`src/board_bus_pkg.sv`:
```
`default_nettype none

package board_bus_pkg;

    // bus side widths
    typedef logic [63:0] addr_t;
    typedef logic [63:0] data_t;

    // ram side widths
    typedef logic [31:0] word_t;
    typedef logic [9:0]  ram_index_t;
    typedef logic [3:0]  lane_mask_t;

    // bit 2 set means unsigned load, low bits give the size
    typedef logic [2:0]  ls_type_t;

    // ascii code from the keyboard decoder
    typedef logic [7:0]  key_code_t;

    // size field of ls_type
    localparam logic [1:0] SIZE_BYTE   = 2'd0;
    localparam logic [1:0] SIZE_HALF   = 2'd1;
    localparam logic [1:0] SIZE_WORD   = 2'd2;
    localparam logic [1:0] SIZE_DOUBLE = 2'd3;

    // address map
    localparam addr_t RAM_BASE     = 64'h1000;
    localparam int    RAM_WORDS    = 1024;
    localparam addr_t RAM_LIMIT    = RAM_BASE + addr_t'(RAM_WORDS * 4);
    localparam addr_t KEY_ADDR     = 64'h3000;
    localparam addr_t CONSOLE_ADDR = 64'h3008;

    // one processor request
    typedef struct packed {
        addr_t    addr;
        data_t    wdata;
        ls_type_t ls_type;
        logic     write;
    } bus_req_t;

    typedef enum logic [2:0] {
        IDLE,
        RAM_RD,
        RAM_RD_HI,
        RAM_WR_HI,
        CONSOLE_WAIT,
        RESPOND
    } bus_fsm_state_t;

endpackage

`default_nettype wire

```
`src/bus_fsm.sv`:
```
`timescale 1ns/1ps
`default_nettype none

module bus_fsm (
    input  wire                          CLOCK_50,
    input  wire                          KEY0,
    input  wire                          req_valid,
    input  wire board_bus_pkg::bus_req_t req,
    output logic                         req_ready,
    output logic                         rsp_valid,
    output board_bus_pkg::data_t         rsp_data,
    input  wire                          rsp_ready,
    output logic                         console_valid,
    output board_bus_pkg::key_code_t     console_data,
    input  wire                          console_ready,
    input  wire board_bus_pkg::key_code_t key_latched,
    input  wire board_bus_pkg::word_t    ram_rdata,
    input  wire board_bus_pkg::word_t    store_word,
    input  wire board_bus_pkg::lane_mask_t store_mask,
    input  wire board_bus_pkg::data_t    load_value,
    output board_bus_pkg::ram_index_t    ram_index,
    output logic                         ram_we,
    output board_bus_pkg::lane_mask_t    ram_mask,
    output board_bus_pkg::word_t         ram_wdata,
    output board_bus_pkg::bus_req_t      beat_req,
    output logic                         hi_beat,
    output board_bus_pkg::word_t         low_word
);
    import board_bus_pkg::*;

    bus_fsm_state_t state;
    bus_fsm_state_t state_next;
    bus_req_t       req_q;
    logic           accept;
    logic           req_is_double;
    ram_index_t     base_index;

    function automatic logic is_ram(input addr_t addr);
        return (addr >= RAM_BASE) && (addr < RAM_LIMIT);
    endfunction

    // word index inside the ram window
    function automatic ram_index_t word_of(input addr_t addr);
        addr_t offset;
        offset = addr - RAM_BASE;
        return offset[$bits(ram_index_t)+1:2];
    endfunction

    function automatic logic is_aligned(input addr_t addr, input ls_type_t ls);
        case (ls[1:0])
            SIZE_HALF:   return addr[0] == 1'b0;
            SIZE_WORD:   return addr[1:0] == 2'b00;
            SIZE_DOUBLE: return addr[2:0] == 3'b000;
            default:     return 1'b1;
        endcase
    endfunction

    // handshake side, all straight from the state
    assign req_ready     = (state == IDLE);
    assign accept        = req_valid && req_ready;
    assign rsp_valid     = (state == RESPOND);
    assign console_valid = (state == CONSOLE_WAIT);
    assign console_data  = req_q.wdata[7:0];

    // first beat runs off the incoming request, later beats off the held copy
    assign beat_req      = (state == IDLE) ? req : req_q;
    assign hi_beat       = (state == RAM_RD_HI) || (state == RAM_WR_HI);
    assign req_is_double = (req_q.ls_type[1:0] == SIZE_DOUBLE);

    // second word of a double sits one index up
    assign base_index = word_of(beat_req.addr);
    assign ram_index  = base_index + ram_index_t'((state == RAM_RD) || (state == RAM_WR_HI));
    assign ram_we     = (accept && req.write && is_ram(req.addr)) || (state == RAM_WR_HI);
    assign ram_mask   = store_mask;
    assign ram_wdata  = store_word;

    always_comb begin
        state_next = state;
        case (state)
            IDLE: begin
                if (accept) begin
                    if (is_ram(req.addr)) begin
                        if (!req.write) begin
                            state_next = RAM_RD;
                        end else if (req.ls_type[1:0] == SIZE_DOUBLE) begin
                            state_next = RAM_WR_HI;
                        end else begin
                            state_next = RESPOND;
                        end
                    end else if (req.write && (req.addr == CONSOLE_ADDR)) begin
                        state_next = CONSOLE_WAIT;
                    end else begin
                        // key read, unmapped, or ignored write
                        state_next = RESPOND;
                    end
                end
            end
            RAM_RD: begin
                state_next = req_is_double ? RAM_RD_HI : RESPOND;
            end
            RAM_RD_HI, RAM_WR_HI: begin
                state_next = RESPOND;
            end
            CONSOLE_WAIT: begin
                // stall here until the console takes the byte
                if (console_ready) begin
                    state_next = RESPOND;
                end
            end
            RESPOND: begin
                if (rsp_ready) begin
                    state_next = IDLE;
                end
            end
            default: begin
                state_next = IDLE;
            end
        endcase
    end

    always_ff @(posedge CLOCK_50 or negedge KEY0) begin
        if (!KEY0) begin
            state <= IDLE;
        end else begin
            state <= state_next;
        end
    end

    // held request, first half and response word
    always_ff @(posedge CLOCK_50) begin
        if (accept) begin
            req_q    <= req;
            rsp_data <= '0;
            if (!req.write && (req.addr == KEY_ADDR)) begin
                rsp_data <= data_t'(key_latched);
            end
        end
        if (state == RAM_RD) begin
            low_word <= ram_rdata;
        end
        // double overwrites this again in the high beat
        if ((state == RAM_RD) || (state == RAM_RD_HI)) begin
            rsp_data <= load_value;
        end
    end

    // requester must not hand ram a misaligned access
    assert property (@(posedge CLOCK_50) disable iff (!KEY0)
        accept && is_ram(req.addr) |-> is_aligned(req.addr, req.ls_type));

    // response held until taken
    assert property (@(posedge CLOCK_50) disable iff (!KEY0)
        rsp_valid && !rsp_ready |=> rsp_valid && $stable(rsp_data));

endmodule

`default_nettype wire

```
`config.mk`:
```
export PLATFORM = sky130hd
export DESIGN_NAME = bus_fsm
export DESIGN_NICKNAME = d
export VERILOG_FILES = /design/src/board_bus_pkg.sv /design/src/bus_fsm.sv
export SDC_FILE = /design/constraint.sdc
export NUM_CORES = 1
export LEC_CHECK = 0
export BUFFER_PORTS_ARGS = -buffer_cell sky130_fd_sc_hd__clkbuf_2
export CORE_AREA = 2 2 217 219
export DETAILED_ROUTE_END_ITERATION = 6
export DIE_AREA = 0 0 219 221
export PLACE_DENSITY = 0.53
export SYNTH_ARGS = -nofsm -noshare
export SYNTH_HDL_FRONTEND = slang
export SYNTH_SLANG_ARGS = --single-unit
```
`constraint.sdc`:
```
create_clock -name CLOCK_50 -period 15.1 [get_ports CLOCK_50]
set_input_delay 0.755 -clock CLOCK_50 [delete_from_list [all_inputs] [get_ports CLOCK_50]]
set_output_delay 0.755 -clock CLOCK_50 [all_outputs]
set_load 0.005 [all_outputs]
```
-- Word level (Yosys, flattened, before mapping)
Cells that the tools add are included.
- add/sub/neg operators: 2
- multipliers: 0
- div/mod/pow operators: 0
- $lt $le $gt $ge: 2
- equal/unequal tests: 12
- shift-type cells: 0
- multiplexer cells: 13
- bitwise gates (word level): 0
- reduce and logical (&&, ||, !) cells: 15
- operator list (kind ; number):
    132-bit two-way mux ; 1
    64-bit by 14-bit == test with 1-bit output (second input constant) ; 2
    64-bit two-way mux ; 2
    64-bit by 13-bit >= comparator with 1-bit output (second input constant) ; 1
    64-bit by 14-bit < comparator with 1-bit output (second input constant) ; 1
    3-bit two-way mux ; 7
    3-bit one-hot mux with 5 select lines ; 1
    12-bit by 1-bit subtractor with 12-bit output (second input constant) ; 1
    10-bit by 1-bit adder with 10-bit output ; 1
    8-bit two-way mux ; 1
    3-bit by 2-bit == test with 1-bit output (second input constant) ; 2
    3-bit == test (second input constant) ; 2
    1-bit logical AND ; 6
    2-bit by 1-bit != test with 1-bit output (second input constant) ; 3
    2-bit == test (second input constant) ; 2
    1-bit logical OR ; 4
    3-bit by 1-bit == test with 1-bit output (second input constant) ; 1
    3-bit logical NOT ; 1
    3-bit AND reduction ; 1
    2-bit nonzero test ; 1
    2-bit OR reduction ; 1
    1-bit logical NOT ; 1
    1-bit two-way mux ; 1
- bits in registers: 231
- latch bits: 0
- memory bits (writable): 0
- memory bits (read-only): 0
- input bits: 277
- output and inout port bits: 287
- logic and storage cells: 51
- memories kept: 0

-- Logic depth before layout (Yosys ltp)
Gate-level depths: netlist of run 1.
- word-level depth: 6
- depth in mapped cells: 10
- mapped depth without buffers: 7

-- Least setup slack after synthesis of run 1
No wires, ideal clock.
- path type: reg2reg
- start: register state[0]
- end: register rsp_data[0] (enable)
- setup time: 0.574 ns
- arrival time: 5.174 ns
- required time: 14.526 ns
- slack: 9.352 ns
- cell stages (with the launch flop): 4
- path buffers: 1
- clock period less this slack: 5.748 ns
- path through: dfrtp_1 -> buf_2 -> xnor2_1 -> o21ai_0
- longest elaborated chain between the ends: 3
- elaborated cells between the ends (all ways): 6
- those cells by class: eq/ne (2); reduce/logical (4)
- RTL lines (element ; line ; text):
    start, declared ; bus_fsm.sv:31 ; bus_fsm_state_t state;
    start signal, assigned ; bus_fsm.sv:125 ; state <= state_next;
    3-bit by 1-bit == test with 1-bit output, or another cell as far along ; bus_fsm.sv:142 ; if ((state == RAM_RD) || (state == RAM_RD_HI)) begin
    1-bit logical OR or 1-bit logical AND (tied branches) ; bus_fsm.sv:142, bus_fsm.sv:60 ;
    2-bit nonzero test (no line) * ; - ;
    end signal, assigned ; bus_fsm.sv:135 ; rsp_data <= data_t'(key_latched);
    end signal, assigned ; bus_fsm.sv:143 ; rsp_data <= load_value;
    end, declared ; bus_fsm.sv:11 ; output board_bus_pkg::data_t rsp_data,
Every way passes the cells marked *; elsewhere a longest branch is shown, timed or not.
A chain may end at the register's enable or synchronous reset.

-- Worst setup path in the final report of run 1
- start: register state[2]
- end: output port ram_we
- longest elaborated chain between the ends: 5
- elaborated cells between the ends (all ways): 6
- those cells by class: eq/ne (1); reduce/logical (5)
- RTL lines (element ; line ; text):
    3-bit logical NOT ; bus_fsm.sv:59 ; assign req_ready = (state == IDLE);
    1-bit logical AND ; bus_fsm.sv:60 ; assign accept = req_valid && req_ready;
    via accept ; bus_fsm.sv:34 ; logic accept;
    1-bit logical AND (2 in a row) ; bus_fsm.sv:73 ; assign ram_we = (accept && req.write && is_ram(req.addr)) || (state == RAM_WR_HI);
    1-bit logical OR ; bus_fsm.sv:73 ;
    end, declared ; bus_fsm.sv:22 ; output logic ram_we,
The timed path passes the listed nets, and every way through them passes these cells.

==> results of run 1 <==
-- worst max-delay path: cells and delay by family (launching register included) --
kind	cells	cell delay (ps)
simple gates	5	1050
flops	1	550
buf+inv	3	1110
-- cell usage after synthesis (2+ instances only) --
cell / number
mux2_2: 130
o21ai_0: 5
nand3_1: 5
nor2_2: 2
and2_1: 56
nand4_1: 7
ha_1: 2
edfxtp_1: 228
xnor2_1: 7
buf_4: 44
a21oi_1: 2
nor3_1: 3
or3_1: 2
nor4_1: 3
nor2_1: 7
clkbuf_1: 9
nor4_2: 3
inv_1: 5
a211oi_1: 2
buf_2: 15
nand2b_1: 2
a22o_1: 8
mux2i_1: 3
nand2_1: 12
dfrtp_1: 3
or4_1: 7
xor2_1: 2
-- registers in the layout, indices dropped and copies added (netlist names) --
| register | count |
|---|---|
| state | 3 |
| low_word | 32 |
| console_data | 8 |
| req_q | 124 |
| rsp_data | 64 |
-- metal layers --
metal  share of wire [%]  GRT usage [%]  up-vias
met2                  49           20.8      369
met5                0.14              0        -
met1                  39           13.4     3167
met4                 2.1           3.55        8
li1                    -              -     3133
met3                  10           4.11       48
-- power by group --
part	switching (W)	internal (W)	total [W]
sequential	0.0000558	0.000944	0.00100
clock	0.000261	0.000343	0.000604
combinational	0.000446	0.000385	0.000832
-- cell type report --
cell class	instances	area, µm²	share of cell area (%)
clock inverter	19	123	0.903
sequential	231	6920	51.0
multi-input combinational	287	2550	18.8
clock buffer	30	687	5.06
timing repair buffer	499	2520	18.6
tap	607	759	5.59
inverter	5	23.8	0.175
-- cell families after synthesis --
group	count (synthesis)	synth area share, %
buffers and inverters	75	4.86
muxes	133	15.0
and+or+nand+nor	121	7.80
adders and majority gates	2	0.252
xor gates and xnor gates	9	0.794
AOI/OAI and AO/OA	22	1.56
DFF	231	69.7
-- path summary, 6_finish.rpt --
check                         startpoint           end  slack [ps]
max                             state[2]        ram_we       11070
min                        ram_rdata[18]  low_word[18]         380
max reg2reg                     state[2]     req_q[38]       11850
min reg2reg                     req_q[2]      state[1]         560
max in group asynchronous           KEY0      state[2]       14390
min in group asynchronous           KEY0      state[1]         600
-- per-stage QoR --
stage	total power (W)	util, %	hold slack [ps]	area, µm²
6_report	0.00244	29.5	383	13600
3_5_place_dp	0.00187	27.7	553	12800
4_1_cts	0.00249	29.5	346	13600
5_1_grt	0.00258	29.5	353	13600
2_1_floorplan	0.00147	-	459	9930
3_3_place_gp	0.00187	27.7	545	12800
==> flow_summary_export.csv, run 1 <==
group,metric,value,unit
floorplan,fp.dieH,221,µm
placement,place.gp.congestion,0.764,
floorplan,row_count,79,
cts,cts.clk_slew.worst_paths,60,ps
power_and_ir_drop,ir_worst_vdd,0.0828,mV
cells_and_area,fin_cells,1678,
route,first_pass_iters,4,
yosys,yosysTopAreaCell,"edfxtp_1",
global_route,antenna_found_initial,5,
placement,hpwl,23100,µm
yosys,seq_area_frac_synth,69.7,%
cts,root_buffer,"clkbuf_16",
critical_path,crit_chain,"nor3_4, buf_4, nand2_1, inv_6, nand2_1, or3_1, nand2_1, clkbuf_2",
sta,min_period_over_period,26.7,%
cts,cts_setup_buffers,0,
cells_and_area,drive_gt1_share,63.5,%
floorplan,core_area,46100,µm²
sta,tightest_slew,992,ps
placement,port_buffers,491,
critical_path,end_kind,"primary output",
route,wirelength,29900,µm
global_route,grt_pass1_vias,6952,
yosys,syn_area,9930,µm²
route,wl_per_cell,17.8,µm
yosys,syn_avg_cell_area,16.7,µm²
yosys,ys_warn_count,0,
floorplan,die-area,48400,µm²
critical_path,crit_slowest_cell,"inv_6",
floorplan,dieWidth,219,µm
sta,hold_violations,0,
cells_and_area,fillers,4747,
sta,rsz0062_at_grt,"false",
critical_path,crit_path_max_incr_delay,570,ps
route,antenna_left,0,
yosys,synth_top_flop_cell,"edfxtp_1",
critical_path,critPathKind,"flop to primary output",
sta,setup_viol,0,
yosys,synth_edf_count,228,
cts,cts_resized,0,
cells_and_area,final_common_cell,"clkbuf_2",
cells_and_area,nets,1330,
cells_and_area,diodes,0,
cts,cts_max_level,1,
yosys,synthTopCellsByArea,"edfxtp_1 69%, mux2_2 15%, and2_1 3.5%, buf_4 3.3%, buf_2 0.76%",
cts,numClockSinks,231,
outcome,outcome,"finished clean",
critical_path,cp.required,14350,ps
route,drtIter0Drc,293,
run,cap_violations,0,
yosys,ys_seq_elements,231,
cts,holdBufCountCts,1,
sta,fmax,248,MHz
power_and_ir_drop,power.leakage,5.52,nW
route,drc_errors,0,
global_route,grt_pass1_wl,43400,µm
route,vias,6725,
critical_path,start_kind,"flop",
yosys,synth_nets,872,
critical_path,cp.arrival,3280,ps
global_route,grt.overflow.total,0,
placement,place_inst,1628,
sta,setup_tns,0,ps
sta,slew_headroom,33.9,%
global_route,grt_max_degree,78,
critical_path,r2r_cells,5,
power_and_ir_drop,power_density,179,nW/µm²
worst_hold_path,holdPathStages,1,
sta,min_period,4030,ps
route,via_per_inst,4.01,
yosys,yosys.cell_types.count,46,
global_route,track_usage,11.8,%
sta,fin_ws,11070,ps
cts,clockBufferDepth,3,
cells_and_area,area_delta_synth_final,36.8,%
placement,pre_cts_slack,11540,ps
floorplan,start_util,21.6,%
cts,cts_tree,"yes",
cts,cts_made_buffers,27,
cts,insertion_delay,540,ps
sta,final.setup_skew,12.3,ps
yosys,async_reset_ff_share,1.30,%
yosys,netlist_instances,593,
critical_path,worstPathMaxFanout,70,
critical_path,crit_path_frequent_cell,"nand2_1",
cells_and_area,final_cell_mix,"491 x clkbuf_2, 228 x edfxtp_1, 130 x mux2_2",
sta,slew_violations,0,
floorplan,num_io_pins,564,
yosys,synth_top_area_share,68.9,%
worst_hold_path,hold_path_class,"primary input to flop",
Note: power is estimated with default switching activity, not from simulation.
==> run 2: changes to the inputs <==
--- a/config.mk
+++ b/config.mk
@@ -5,10 +5,11 @@
 export SDC_FILE = /design/constraint.sdc
 export NUM_CORES = 1
 export LEC_CHECK = 0
+export ABC_AREA = 1
 export BUFFER_PORTS_ARGS = -buffer_cell sky130_fd_sc_hd__clkbuf_2
-export CORE_AREA = 2 2 217 219
+export CORE_AREA = 2 2 221 223
 export DETAILED_ROUTE_END_ITERATION = 6
-export DIE_AREA = 0 0 219 221
+export DIE_AREA = 0 0 223 225
 export PLACE_DENSITY = 0.53
 export SYNTH_ARGS = -nofsm -noshare
 export SYNTH_HDL_FRONTEND = slang
==> constraint.sdc (replaced) <==
create_clock -name CLOCK_50 -period 3.95 [get_ports CLOCK_50]
set_input_delay 0.1975 -clock CLOCK_50 [delete_from_list [all_inputs] [get_ports CLOCK_50]]
set_output_delay 0.1975 -clock CLOCK_50 [all_outputs]
set_load 0.005 [all_outputs]
==> flow_summary_export.csv, run 2 <==
group,metric,value,unit
global_route,grt_max_degree,133,
sta,timing.hold.ws,19.8,ps
outcome,outcome,"finished clean",
sta,slew_violations,0,
cells_and_area,final_common_cell,"clkbuf_2",
yosys,synth_top_area_share,66.4,%
yosys,ys_warn_count,0,
route,first_pass_iters,4,
cts,insertion_delay,550,ps
cells_and_area,fin_cells,2318,
critical_path,worstPathMaxFanout,66,
sta,hold_violations,0,
route,wirelength,36700,µm
global_route,grt_pass1_wl,54300,µm
cts,numClockSinks,231,
floorplan,fp.dieH,225,µm
global_route,grt.overflow.total,0,
cts,cts_resized,0,
critical_path,r2r_start,"state[1]",
run,cap_violations,0,
cells_and_area,regMostFlops,"req_q",
yosys,seq_area_frac_synth,67.1,%
yosys,synth_top_flop_cell,"edfxtp_1",
floorplan,row_count,80,
route,antenna_left,0,
cts,cts_setup_buffers,0,
cells_and_area,final_cell_mix,"491 x clkbuf_2, 425 x nand2_1, 231 x dlygate4sd3_1",
critical_path,critPathKind,"flop to primary output",
power_and_ir_drop,total_power,0.0105,W
sta,rsz0062_at_grt,"false",
critical_path,cp.arrival,3170,ps
cells_and_area,area_delta_synth_final,57.4,%
route,wl_per_cell,15.9,µm
route,drc_errors,0,
worst_hold_path,hold_path_class,"primary input to asynchronous set/reset pin",
yosys,syn_area,10300,µm²
global_route,track_usage,13.9,%
floorplan,dieWidth,223,µm
critical_path,end_kind,"primary output",
cells_and_area,fillers,4832,
sta,setup_viol,0,
cts,cts_max_level,1,
cts,cts_made_buffers,27,
yosys,yosysTopAreaCell,"edfxtp_1",
yosys,netlist_instances,1004,
critical_path,cp.required,3750,ps
yosys,async_reset_ff_share,1.30,%
sta,setup_tns,0,ps
sta,fmax,297,MHz
power_and_ir_drop,power.leakage,7.64,nW
placement,place.gp.congestion,0.798,
placement,place_inst,2036,
critical_path,start_kind,"flop",
yosys,synth_most_common_cell,"nand2_1",
floorplan,num_io_pins,564,
cells_and_area,largest_reg_flops,124,
power_and_ir_drop,power_density,649,nW/µm²
yosys,ys_seq_elements,231,
cells_and_area,nets,1960,
floorplan,core_area,47500,µm²
yosys,yosys.cell_types.count,30,
sta,min_period,3370,ps
yosys,synth_edf_count,228,
floorplan,start_util,21.7,%
yosys,synth_commonest_cells,"425 x nand2_1, 228 x edfxtp_1, 109 x nor2_1",
cts,clockBufferDepth,3,
yosys,synthTopCellsByArea,"edfxtp_1 66%, nand2_1 15%, nor2_1 4.0%, buf_4 3.3%, inv_1 3.1%",
cts,root_buffer,"clkbuf_16",
route,via_per_inst,4.03,
global_route,antenna_found_initial,3,
cells_and_area,reg_top3,"req_q: 124 flops, rsp_data: 64 flops, low_word: 32 flops",
yosys,synth_nets,1283,
critical_path,crit_start,"state[1]",
sta,min_period_over_period,85.2,%
yosys,syn_avg_cell_area,10.3,µm²
sta,slew_headroom,17.6,%
power_and_ir_drop,ir_worst_vdd,0.272,mV
floorplan,die-area,50200,µm²
placement,hpwl,26200,µm
sta,tightest_slew,1230,ps
placement,port_buffers,491,
cts,cts_tree,"yes",
cts,cts.clk_slew.worst_paths,60,ps
sta,final.setup_skew,11.7,ps
route,drtIter0Drc,464,
global_route,grt_pass1_vias,9454,
cells_and_area,drive_gt1_share,33.2,%
route,vias,9345,
[run 2: changes by cell type in the layout (fill, tap and decap cells not counted), moves of 5 or more]
cell	change
a22o_1	-8
mux2_2	-130
o21ai_0	+13
nand2_2	+7
nand3_1	+5
xnor2_1	-5
or4_1	-7
o21ai_4	+5
and2_1	-56
nor2_1	+101
nand2_1	+413
dlygate4sd3_1	+230
inv_1	+81
[run 2: final timing paths]
path | end | slack, ps | cells past startpoint
max | ram_index[6] | 580 | 10
min | state[0] | 20 | 2
max reg2reg | rsp_data[2] | 1330 | 8
min reg2reg | state[0] | 700 | 3
max in group asynchronous | state[1] | 3810 | 2
min in group CLOCK_50 | req_q[83] | 40 | 1
[run 2: area by class of cell]
type                       instances  area (µm²)  area share [%]
sequential                       231        6920            42.7
timing repair buffer             728        4830            29.8
multi-input combinational        604        2560            15.8
tap                              615         769            4.74
clock buffer                      30         687            4.23
inverter                          89         339            2.09
clock inverter                    18         114           0.702
antenna                            3        7.51          0.0463
[run 2: cells by family after synthesis]
| logic type | share of synthesized area, % |
|---|---|
| XOR/XNOR | 0.510 |
| flip-flops | 67.1 |
| AO/OA/AOI/OAI | 1.91 |
| buffers and inverters | 8.31 |
| AND/OR/NAND/NOR | 21.9 |
| adder cells (fa/ha/maj) | 0.243 |
[run 2: stage by stage]
stage	utilization (%)	area (µm²)	setup slack [ps]
2_1_floorplan	-	10300	597
4_1_cts	34.1	16200	468
3_3_place_gp	27.6	13100	1150
5_1_grt	34.1	16200	320
3_5_place_dp	27.6	13100	1080
6_report	34.1	16200	584
[run 2: per-layer routing]
layer	global-route usage, %	wire [µm]	share of wire, %	vias up
met5	0	11	0.030	-
met4	5.04	1250	3.4	2
met1	15.8	14400	39	4385
met2	25.6	19000	52	354
li1	-	-	-	4530
met3	3.12	2160	5.9	74
[run 2: worst max-delay path, stage by stage (launching register included)]
cell and delay [ps]:
dfrtp_1 450, nor2_4 230, nand2_8 320, o21ai_0 400, ha_1 300, ha_1 270
nand3_4 100, nor2_2 150, nand2_1 80, xor2_1 150, clkbuf_2 130
[run 2: repair_timing]
item / in CTS / in global routing
endpoints found under the hold margin: 231 / 0
hold buffers: 231 / 0
endpoints found under the setup margin: 0 / 0
[run 2: where the power goes]
part	leakage, nW	switching [W]	internal [W]
logic	5.06	0.00276	0.00159
registers	2.18	0.000216	0.00365
clock network	0.399	0.00100	0.00131
==> run 3: changes to the inputs <==
--- a/config.mk
+++ b/config.mk
@@ -6,11 +6,13 @@
 export NUM_CORES = 1
 export LEC_CHECK = 0
 export ABC_AREA = 1
-export BUFFER_PORTS_ARGS = -buffer_cell sky130_fd_sc_hd__clkbuf_2
+export BUFFER_PORTS_ARGS = -buffer_cell sky130_fd_sc_hd__buf_2
 export CORE_AREA = 2 2 221 223
 export DETAILED_ROUTE_END_ITERATION = 6
 export DIE_AREA = 0 0 223 225
+export MAX_ROUTING_LAYER = met4
 export PLACE_DENSITY = 0.53
 export SYNTH_ARGS = -nofsm -noshare
 export SYNTH_HDL_FRONTEND = slang
 export SYNTH_SLANG_ARGS = --single-unit
+export TNS_END_PERCENT = 1
==> flow_summary_export.csv, run 3 (same netlist as run 2, synthesis figures left out) <==
group,metric,value,unit
global_route,grt_max_degree,81,
sta,slew_violations,0,
route,vias,9125,
outcome,outcome,"finished clean",
critical_path,crit_path_max_incr_delay,580,ps
cells_and_area,drive_gt1_share,33.3,%
cells_and_area,largest_reg_flops,124,
power_and_ir_drop,combPwrFrac,41.0,%
power_and_ir_drop,power_density,648,nW/µm²
global_route,grt.overflow.total,0,
global_route,grt_pass1_vias,9196,
critical_path,cp.arrival,3270,ps
floorplan,core_area,47500,µm²
power_and_ir_drop,power.leakage,7.60,nW
cts,clockBufferDepth,3,
floorplan,num_io_pins,564,
critical_path,end_kind,"primary output",
critical_path,r2r_slack,1180,ps
placement,place_area,13200,µm²
critical_path,critPathKind,"flop to primary output",
route,wl_per_cell,15.0,µm
sta,setup_tns,0,ps
route,drc_errors,0,
cts,cts_max_level,1,
sta,hold_violations,0,
sta,min_period,3470,ps
power_and_ir_drop,clkPwrFrac,22.9,%
route,via_per_inst,3.93,
power_and_ir_drop,intPower,0.00669,W
power_and_ir_drop,switchingPower,0.00387,W
power_and_ir_drop,p_seq_share,36.1,%
sta,min_period_over_period,87.7,%
route,first_pass_iters,4,
cts,insertion_delay,530,ps
critical_path,crit_chain,"nor2_4, nand2_8, clkinv_4, nand2_2, nand2_2, ha_1, nand3_4, nor2_2, nand2_1, xor2_1, buf_2",
floorplan,start_util,21.7,%
sta,rsz0062_at_grt,"false",
sta,slew_headroom,31.9,%
floorplan,dieWidth,223,µm
cells_and_area,final_common_cell,"buf_2",
critical_path,start_kind,"flop",
route,wirelength,34900,µm
cells_and_area,stdcell_area,16300,µm²
critical_path,critPathBufInv,2,
floorplan,fp.dieH,225,µm
route,antenna_left,0,
run,cap_violations,0,
cells_and_area,regMostFlops,"req_q",
placement,place.gp.congestion,0.853,
cells_and_area,area_delta_synth_final,58.1,%
cells_and_area,reg_top3,"req_q: 124 flops, rsp_data: 64 flops, low_word: 32 flops",
placement,hpwl,24700,µm
critical_path,crit_slowest_cell,"clkinv_4",
cells_and_area,nets,1964,
critical_path,crit_path_frequent_cell,"nand2_2",
route,drtIter0Drc,378,
sta,final.setup_skew,12.0,ps
cts,cts_made_buffers,27,
global_route,grt_pass1_wl,51200,µm
cts,cts_setup_buffers,0,
power_and_ir_drop,ir_worst_vdd,0.406,mV
global_route,track_usage,13.4,%
worst_hold_path,hold_path_class,"primary input to flop",
critical_path,worstPathMaxFanout,72,
placement,port_buffers,491,
sta,setup_viol,0,
critical_path,cp.required,3750,ps
power_and_ir_drop,swShare,36.6,%
cts,root_buffer,"clkbuf_16",
global_route,antenna_found_initial,2,
critical_path,critical-path-top-delay-family,"simple AND/OR/NAND/NOR gates",
sta,fmax,289,MHz
cts,cts_tree,"yes",
cts,numClockSinks,231,
floorplan,die-area,50200,µm²
cells_and_area,final_cell_mix,"491 x buf_2, 425 x nand2_1, 229 x dlygate4sd3_1",
floorplan,row_count,80,
cts,cts.clk_slew.worst_paths,60,ps
sta,tightest_slew,1020,ps
run 3: changes by cell type in the layout (fill, tap and decap cells not counted), moves of 4 or more:
cell,change
clkinv_1,-4
clkbuf_1,+8
buf_2,+491
clkbuf_2,-491
clkinv_2,-6
buf_4,+5
run 3: path summary, 6_finish.rpt:
check | startpoint | endpoint | depth (start not counted)
setup / recovery | state[1] | ram_index[6] | 11
hold / removal | load_value[54] | rsp_data[54] | 3
setup reg to reg | state[1] | rsp_data[4] | 4
hold reg to reg | state[1] | state[0] | 3
max in group asynchronous | KEY0 | state[2] | 3
min in group asynchronous | KEY0 | state[0] | 3
run 3: power groups by stage:
stage	logic (W)	registers [W]	clock network, W
floorplan	0.00211	0.00396	0
global placement	0.00419	0.00385	0
detailed placement	0.00419	0.00387	0
CTS	0.00439	0.00382	0.00250
global route	0.00478	0.00388	0.00258
finish	0.00433	0.00382	0.00242
run 3: routing by layer:
layer / vias up / global-route usage [%] / wire (µm)
li1: 4522 / - / -
met1: 4184 / 15.2 / 14000
met2: 353 / 23.5 / 17800
met3: 66 / 2.27 / 1980
met4: 0 / 5.35 / 1190
met5: - / - / 0
run 3: final cells by class:
type	count	area, µm²
antenna	2	5.00
fill	4793	31200
multi-input combinational	604	2560
tap	615	769
clock inverter	9	100
timing repair buffer	732	4860
clock buffer	40	744
sequential	231	6920
inverter	89	339
run 3: worst min-delay path: cells and delay by family:
family	cells	cell delay, ps
AND/OR/NAND/NOR	1	50
buffers and inverters	2	150
run 3: timing repair:
action	4_1_cts	5_1_grt
gates resized for setup	0	0
hold buffers	229	0
hold endpoints to repair	230	0
endpoints found under the setup margin	0	0
run 3: metrics by stage:
| stage | setup slack, ps | total power (W) | std cells | utilization, % | hold WS [ps] |
|---|---|---|---|---|---|
| finish | 485 | 0.0106 | 2322 | 34.3 | 30.9 |
| global placement | 1030 | 0.00803 | 2042 | 27.7 | -0.368 |
| detailed placement | 1000 | 0.00806 | 2042 | 27.7 | -1.86 |
| floorplan | -457 | 0.00607 | 1004 | - | -98.1 |
| CTS | 396 | 0.0107 | 2320 | 34.3 | 3.35 |
| global route | 227 | 0.0112 | 2322 | 34.3 | 17.0 |
